[src/hdl/spec_pkg.sv]
`default_nettype none

// Shared sizes for the spectral loudness meter
package spec_pkg;

    // FFT bin samples, real and imaginary parts are signed
    localparam int SAMPLE_W   = 16;

    // Bins per frame, small for simulation
    localparam int N_BINS     = 16;
    localparam int BIN_IDX_W  = $clog2(N_BINS);    // Bin counter width

    // Magnitude squared carries one spare bit for re^2 + im^2
    localparam int MAG_W      = 2 * SAMPLE_W + 1;

    // Loudness grows by log2(N_BINS) over a full frame
    localparam int LOUD_W     = MAG_W + BIN_IDX_W;

    // Burst buffer between framer and consumer
    localparam int FIFO_DEPTH = 32;
    localparam int FIFO_AW    = $clog2(FIFO_DEPTH);

    // Entry layout is {real, imag, first, last}
    localparam int ENTRY_W    = 2 * SAMPLE_W + 2;

endpackage

`default_nettype wire
[src/hdl/spectrum_meter.sv]
`timescale 1ns/1ps
`default_nettype none

// Spectral loudness meter behind an FFT core
// Framer tags bins, buffer absorbs bursts, consumer squares and sums
module spectrum_meter import spec_pkg::*; (
    input  wire logic                       clk,
    input  wire logic                       reset,
    input  wire logic                       bin_valid,      // Bin strobe from the FFT
    input  wire logic                       frame_sync,     // Restarts the frame count
    input  wire logic signed [SAMPLE_W-1:0] bin_real,
    input  wire logic signed [SAMPLE_W-1:0] bin_imag,
    output logic [MAG_W-1:0]                mag_sq,
    output logic                            mag_valid,
    output logic [LOUD_W-1:0]               loudness,
    output logic                            loudness_valid,
    output logic                            overflow        // Sticky, a bin was lost
);

    // Framer to buffer
    logic                       wr_en;
    logic signed [SAMPLE_W-1:0] wr_real;
    logic signed [SAMPLE_W-1:0] wr_imag;
    logic                       wr_first;
    logic                       wr_last;

    // Buffer to consumer, show-ahead
    logic                       rd_en;
    logic signed [SAMPLE_W-1:0] rd_real;
    logic signed [SAMPLE_W-1:0] rd_imag;
    logic                       rd_first;
    logic                       rd_last;
    logic                       empty;

    bin_framer i_framer (
        .clk        (clk),
        .reset      (reset),
        .bin_valid  (bin_valid),
        .frame_sync (frame_sync),
        .bin_real   (bin_real),
        .bin_imag   (bin_imag),
        .wr_en      (wr_en),
        .wr_real    (wr_real),
        .wr_imag    (wr_imag),
        .wr_first   (wr_first),
        .wr_last    (wr_last)
    );

    bin_fifo i_fifo (
        .clk      (clk),
        .reset    (reset),
        .wr_en    (wr_en),
        .wr_real  (wr_real),
        .wr_imag  (wr_imag),
        .wr_first (wr_first),
        .wr_last  (wr_last),
        .rd_en    (rd_en),
        .rd_real  (rd_real),
        .rd_imag  (rd_imag),
        .rd_first (rd_first),
        .rd_last  (rd_last),
        .empty    (empty),
        .overflow (overflow)
    );

    mag_loudness i_mag (
        .clk            (clk),
        .reset          (reset),
        .empty          (empty),
        .rd_real        (rd_real),
        .rd_imag        (rd_imag),
        .rd_first       (rd_first),
        .rd_last        (rd_last),
        .rd_en          (rd_en),
        .mag_sq         (mag_sq),
        .mag_valid      (mag_valid),
        .loudness       (loudness),
        .loudness_valid (loudness_valid)
    );

endmodule

`default_nettype wire

[src/hdl/mag_loudness.sv]
`timescale 1ns/1ps
`default_nettype none

// Magnitude squared per bin and loudness per frame
// One signed multiplier serves both squares, so a bin takes two cycles:
//   P   pop, real part squared into re_sq
//   P+1 imag part squared, sum and accumulate into output registers
//   P+2 mag_valid, next pop allowed
module mag_loudness import spec_pkg::*; (
    input  wire logic                       clk,
    input  wire logic                       reset,
    input  wire logic                       empty,
    input  wire logic signed [SAMPLE_W-1:0] rd_real,
    input  wire logic signed [SAMPLE_W-1:0] rd_imag,
    input  wire logic                       rd_first,
    input  wire logic                       rd_last,
    output logic                            rd_en,          // Pop strobe to the buffer
    output logic [MAG_W-1:0]                mag_sq,
    output logic                            mag_valid,
    output logic [LOUD_W-1:0]               loudness,
    output logic                            loudness_valid  // Only for complete frames
);

    logic                         phase;      // High in the second cycle of a bin
    logic signed [SAMPLE_W-1:0]   im_hold;    // Imag part waiting for the multiplier
    logic                         first_hold;
    logic                         last_hold;
    logic [2*SAMPLE_W-1:0]        re_sq;      // Real part squared, never negative

    logic signed [SAMPLE_W-1:0]   mul_op;
    logic signed [2*SAMPLE_W-1:0] mul_prod;
    logic [MAG_W-1:0]             mag_next;

    logic [LOUD_W-1:0]            acc;        // Running sum of the current frame
    logic [LOUD_W-1:0]            acc_next;

    // Pop only in the first phase, so the bin before is done multiplying
    assign rd_en = !phase && !empty;

    // Shared multiplier, operand picked by phase
    assign mul_op   = phase ? im_hold : rd_real;
    assign mul_prod = mul_op * mul_op;        // (-32768)^2 = 2^30 still fits

    // Both squares are non-negative, so zero extension is exact
    assign mag_next = {1'b0, re_sq} + {1'b0, mul_prod};

    // A first bin restarts the sum, dropping any frame cut short by a sync
    assign acc_next = first_hold ? LOUD_W'(mag_next)
                                 : acc + LOUD_W'(mag_next);

    // Two-phase controller and output strobes
    always_ff @(posedge clk or posedge reset) begin
        if (reset) begin
            phase          <= 1'b0;
            mag_valid      <= 1'b0;
            loudness_valid <= 1'b0;
        end else begin
            phase          <= rd_en;               // Second phase follows each pop
            mag_valid      <= phase;               // Lands in P+2
            loudness_valid <= phase && last_hold;  // Same cycle as the last bin's mag_valid
        end
    end

    // First phase, capture the popped bin
    always_ff @(posedge clk) begin
        if (rd_en) begin
            re_sq      <= mul_prod;
            im_hold    <= rd_imag;
            first_hold <= rd_first;
            last_hold  <= rd_last;
        end
    end

    // Second phase, sum the squares and update the frame total
    always_ff @(posedge clk) begin
        if (phase) begin
            mag_sq <= mag_next;
            acc    <= acc_next;
            if (last_hold)
                loudness <= acc_next;              // Total includes the last bin
        end
    end

endmodule

`default_nettype wire

[src/hdl/bin_fifo.sv]
`timescale 1ns/1ps
`default_nettype none

// Show-ahead buffer for tagged bins
// Absorbs FFT bursts, the consumer drains at most one bin per two cycles
module bin_fifo import spec_pkg::*; (
    input  wire logic                       clk,
    input  wire logic                       reset,
    input  wire logic                       wr_en,
    input  wire logic signed [SAMPLE_W-1:0] wr_real,
    input  wire logic signed [SAMPLE_W-1:0] wr_imag,
    input  wire logic                       wr_first,
    input  wire logic                       wr_last,
    input  wire logic                       rd_en,      // Pops the entry on show
    output logic signed [SAMPLE_W-1:0]      rd_real,    // Oldest entry
    output logic signed [SAMPLE_W-1:0]      rd_imag,
    output logic                            rd_first,
    output logic                            rd_last,
    output logic                            empty,
    output logic                            overflow    // Sticky, cleared by reset only
);

    logic [ENTRY_W-1:0] mem [FIFO_DEPTH];

    logic [FIFO_AW-1:0] wr_ptr;
    logic [FIFO_AW-1:0] rd_ptr;
    logic [FIFO_AW:0]   count;      // Occupancy, 0 to FIFO_DEPTH
    logic               full;
    logic               do_write;
    logic               do_read;

    assign full  = (count == (FIFO_AW + 1)'(FIFO_DEPTH));
    assign empty = (count == '0);

    // A write into a full buffer is lost, even with a pop in the same cycle
    assign do_write = wr_en && !full;
    assign do_read  = rd_en && !empty;

    // Head entry is always on the read port
    assign {rd_real, rd_imag, rd_first, rd_last} = mem[rd_ptr];

    // Storage
    always_ff @(posedge clk) begin
        if (do_write)
            mem[wr_ptr] <= {wr_real, wr_imag, wr_first, wr_last};
    end

    // Pointers, occupancy and overflow flag
    always_ff @(posedge clk or posedge reset) begin
        if (reset) begin
            wr_ptr   <= '0;
            rd_ptr   <= '0;
            count    <= '0;
            overflow <= 1'b0;
        end else begin
            if (do_write)
                wr_ptr <= wr_ptr + 1'b1;   // Depth is a power of two, wraps by itself
            if (do_read)
                rd_ptr <= rd_ptr + 1'b1;
            case ({do_write, do_read})
                2'b10:   count <= count + 1'b1;
                2'b01:   count <= count - 1'b1;
                default: count <= count;   // Both or neither
            endcase
            if (wr_en && full)
                overflow <= 1'b1;
        end
    end

endmodule

`default_nettype wire

[src/hdl/bin_framer.sv]
`timescale 1ns/1ps
`default_nettype none

// Counts bins within a frame and tags the first and last one
module bin_framer import spec_pkg::*; (
    input  wire logic                       clk,
    input  wire logic                       reset,
    input  wire logic                       bin_valid,   // One strobe per FFT bin
    input  wire logic                       frame_sync,  // Bin in this cycle is bin 0
    input  wire logic signed [SAMPLE_W-1:0] bin_real,
    input  wire logic signed [SAMPLE_W-1:0] bin_imag,
    output logic                            wr_en,       // Registered write strobe
    output logic signed [SAMPLE_W-1:0]      wr_real,
    output logic signed [SAMPLE_W-1:0]      wr_imag,
    output logic                            wr_first,    // Bin index 0
    output logic                            wr_last      // Bin index N_BINS-1
);

    localparam logic [BIN_IDX_W-1:0] LAST_IDX = BIN_IDX_W'(N_BINS - 1);

    logic [BIN_IDX_W-1:0] idx;       // Index of the next bin
    logic [BIN_IDX_W-1:0] cur_idx;   // Index of the bin in this cycle
    logic                 synced;    // First sync seen
    logic                 fwd;       // This bin goes to the buffer

    // Sync overrides the running count
    assign cur_idx = frame_sync ? '0 : idx;

    // Nothing is forwarded until the frame grid is known
    assign fwd = bin_valid && (frame_sync || synced);

    // Control state
    always_ff @(posedge clk or posedge reset) begin
        if (reset) begin
            idx    <= '0;
            synced <= 1'b0;
            wr_en  <= 1'b0;
        end else begin
            wr_en <= fwd;                          // One cycle behind bin_valid
            if (frame_sync)
                synced <= 1'b1;
            if (fwd) begin
                // Wrap after the last bin of a frame
                if (cur_idx == LAST_IDX)
                    idx <= '0;
                else
                    idx <= cur_idx + 1'b1;
            end else if (frame_sync) begin
                idx <= '0;                         // Sync without a bin, next bin is 0
            end
        end
    end

    // Payload and tags, qualified by wr_en
    always_ff @(posedge clk) begin
        if (fwd) begin
            wr_real  <= bin_real;
            wr_imag  <= bin_imag;
            wr_first <= (cur_idx == '0);
            wr_last  <= (cur_idx == LAST_IDX);
        end
    end

endmodule

`default_nettype wire

[config.mk]
export PLATFORM = sky130hd
export DESIGN_NAME = spectrum_meter
export DESIGN_NICKNAME = d
export VERILOG_FILES = /design/src/hdl/spec_pkg.sv /design/src/hdl/spectrum_meter.sv /design/src/hdl/mag_loudness.sv /design/src/hdl/bin_fifo.sv /design/src/hdl/bin_framer.sv
export SDC_FILE = /design/constraint.sdc
export NUM_CORES = 2
export LEC_CHECK = 0
export ABC_AREA = 1
export BUFFER_PORTS_ARGS = -buffer_cell sky130_fd_sc_hd__buf_4
export CORE_AREA = 5 5 349 351
export CTS_BUF_LIST = sky130_fd_sc_hd__clkbuf_8
export DETAILED_ROUTE_END_ITERATION = 16
export DIE_AREA = 0 0 354 356
export PLACE_DENSITY = 0.76
export REMOVE_ABC_BUFFERS = 1
export SYNTH_ARGS = -nofsm -noshare
export SYNTH_HDL_FRONTEND = slang
export SYNTH_SLANG_ARGS = --single-unit
[constraint.sdc]
create_clock -name clk -period 12.21 [get_ports clk]
set_input_delay 1.221 -clock clk [delete_from_list [all_inputs] [get_ports clk]]
set_output_delay 1.221 -clock clk [all_outputs]
set_load 0.05 [all_outputs]
==> reports/qor.yml <==
setup_viol: 0
r2r_end: "i_mag.loudness[33]"
drtPass1Iterations: 8
grt_pass1_wl_um: 255000
coreArea_sq_um: 119000
wl_per_cell_um: 22.0
drv_slew: 0
drtIter0Drc: 4601
multi_input_area_sq_um: 21800
grt_max_degree: 225
worst_pin_slew_ns: 1.10
netlist_instances: 5748
routed_wirelength_um: 168000
async_flop_share: 0.0199
cts_tree: "done"
met2_usage: 0.445
cp_max_fo: 103
area_growth_pct: 9.93
reg2reg_from: "i_fifo.rd_ptr[0]"
ys.warnings.count: 0
grt_pass1_vias: 43600
final_layout_size_suffix_gt1_frac: 0.0911
max_freq_mhz: 88.9
syn_area_sq_um: 64400
drc: 0
clock_latency_ns: 0.91
finalHoldViolations: 0
status: "finished, final reports clean"
place_area_sq_um: 67000
cts_max_level: 4
ys_seq_area_frac: 0.606
num_io_pins: 109
worst-setup-path-type: "flop to flop"
timing.slew.headroom: 0.265
grt_util_met3: 0.0477
syn_avg_cell_area_sq_um: 11.2
grt.overflow.total: 0
startpoint_type: "flop"
rsz0062_at_grt: "false"
rows: 127
gp_congestion: 0.886
cap_violations: 0
synth_edf_count: 1278
slowest_stage: "buf_4"
antenna_left: 0
synthDistinctLibCells: 44
start_util: 0.543
period_needed_ns: 11.24
numCtsBuffers: 199
cts_hold_buf: 0
finalNetCount: 6355
clock-sinks: 1304
mostFrequentLayoutCells: "edfxtp_1, nand2_1, nor2_1"
r2r_slack_ns: 0.97
critPathLaunch: "i_fifo.rd_ptr[0]"
port_buffers: 108
post-route-util: 0.597
dp_hpwl_um: 101000
ys_ff_latch: 1304
busiest_layer: "met2"
vias: 44400
setup_tns_ns: 0
mostFrequentLayoutCell: "edfxtp_1"
worstPathRequired_ns: 12.81
r2r_cells: 48
regArea_sq_um: 39000
nFillCells: 9236
vias_per_cell: 5.81
clockBufferDepth: 3
die_y_um: 356
die-area_sq_um: 126000
post_cts_buffers: 0
critPathMaxStageDelay_ns: 0.85
finalClockSkew_ns: 0.0881
root_buffer: "clkbuf_8"
ys.flop_type: "edfxtp_1"
finish.instance_area_sq_um: 70800
path_common_cell: "nand2_1"
use_met1: 0.337
end_kind: "flop"
period_share: 0.921
antenna_found_initial: 4
hold_path.class: "input port to asynchronous set/reset pin"
cts_resized: 0
grt_usage: 0.263
critPathArrivalTime_ns: 11.85
clkTransAtPathRegs_ns: 0.07
die_w_um: 354
[critical path, delay by kind of cell, from the launching register on]
family,cells,cell delay (ns)
flip-flops,1,0.63
AND/OR/NAND/NOR,27,4.02
adder cells (fa/ha/maj),9,4.22
AO/OA/AOI/OAI,4,0.61
XOR/XNOR,1,0.18
buffers and inverters,7,1.26
[kinds of logic (layout without fill, tap and decap cells)]
logic type / count (synthesis) / in the layout / share of synthesized area
simple gates: 2060 / 2060 / 0.130
flops: 1304 / 1304 / 0.606
compound gates: 991 / 991 / 0.0870
buf+inv: 907 / 1238 / 0.0596
fa+ha+maj: 408 / 408 / 0.107
xor+xnor: 78 / 78 / 0.0106
other cells: 0 / 2 / 0
[worst max-delay path by stage]
stage                          to  slack, ns  cells past startpoint
3_5_place_dp        i_mag.acc[33]       1.12                     48
3_3_place_gp        i_mag.acc[33]       1.25                     47
4_1_cts        i_mag.loudness[33]       1.12                     48
5_1_grt             i_mag.acc[20]       0.27                     42
6_report       i_mag.loudness[33]       0.97                     48
2_1_floorplan       i_mag.acc[20]     -11.32                     40
[synth_stat cells, types with 3 or more instances]
master	instances	area [sq um]
edfxtp_1	1278	38400
inv_1	638	2390
a21o_1	11	82.6
nand4_1	42	263
nor3_1	23	115
buf_1	14	52.6
or2_1	3	18.8
o22ai_1	108	676
a21boi_0	9	67.6
clkbuf_1	91	342
nor2_1	761	2860
xor2_1	53	464
o221ai_1	58	508
nand3_1	283	1420
inv_2	12	45.0
and2_1	10	62.6
nand3b_1	10	75.1
dfrtp_1	26	651
nand2_2	19	119
ha_1	171	2140
fa_1	237	4740
a31oi_1	4	25.0
buf_2	85	425
xnor2_1	25	219
o211ai_1	64	480
o21ai_1	79	395
buf_6	23	259
buf_4	40	300
o21bai_1	23	173
or2_2	9	56.3
nand2_1	895	3360
a21oi_1	140	701
o21ai_0	490	2450
[through the flow]
step,worst slack [ns],hold WS [ns],std cells
2_1_floorplan,-11.32,0.426,5495
3_3_place_gp,1.25,0.437,7258
3_5_place_dp,1.12,0.442,7258
4_1_cts,1.12,0.368,7627
5_1_grt,0.266,0.430,7629
6_report,0.965,0.455,7629
[state kept, by name, indices dropped and copies added, names as in the netlist, 4 cells and up]
signal,count
i_framer.idx,4
i_mag.re_sq,31
i_fifo.count,6
i_mag.acc,37
i_framer.wr_imag,16
i_fifo.rd_ptr,5
i_fifo.wr_ptr,5
i_mag.loudness,37
i_fifo.mem,1088
i_framer.wr_real,16
i_mag.im_hold,16
i_mag.mag_sq,33
[routing by layer]
| layer | vias up | part of all wire |
|---|---|---|
| li1 | 20100 | - |
| met1 | 21500 | 0.38 |
| met2 | 2316 | 0.49 |
| met3 | 436 | 0.091 |
| met4 | 2 | 0.041 |
| met5 | - | 0.000077 |
[area by class of cell]
type | instances | share of cell area
sequential | 1304 | 0.551
multi-input combinational | 3537 | 0.308
clock buffer | 206 | 0.0400
inverter | 654 | 0.0350
tap | 1548 | 0.0274
timing repair buffer | 215 | 0.0242
clock inverter | 163 | 0.0142
antenna | 2 | 0.0000707
Power is not shown: default switching activity piles up to over one toggle a cycle in this logic, so the estimate is an artifact.
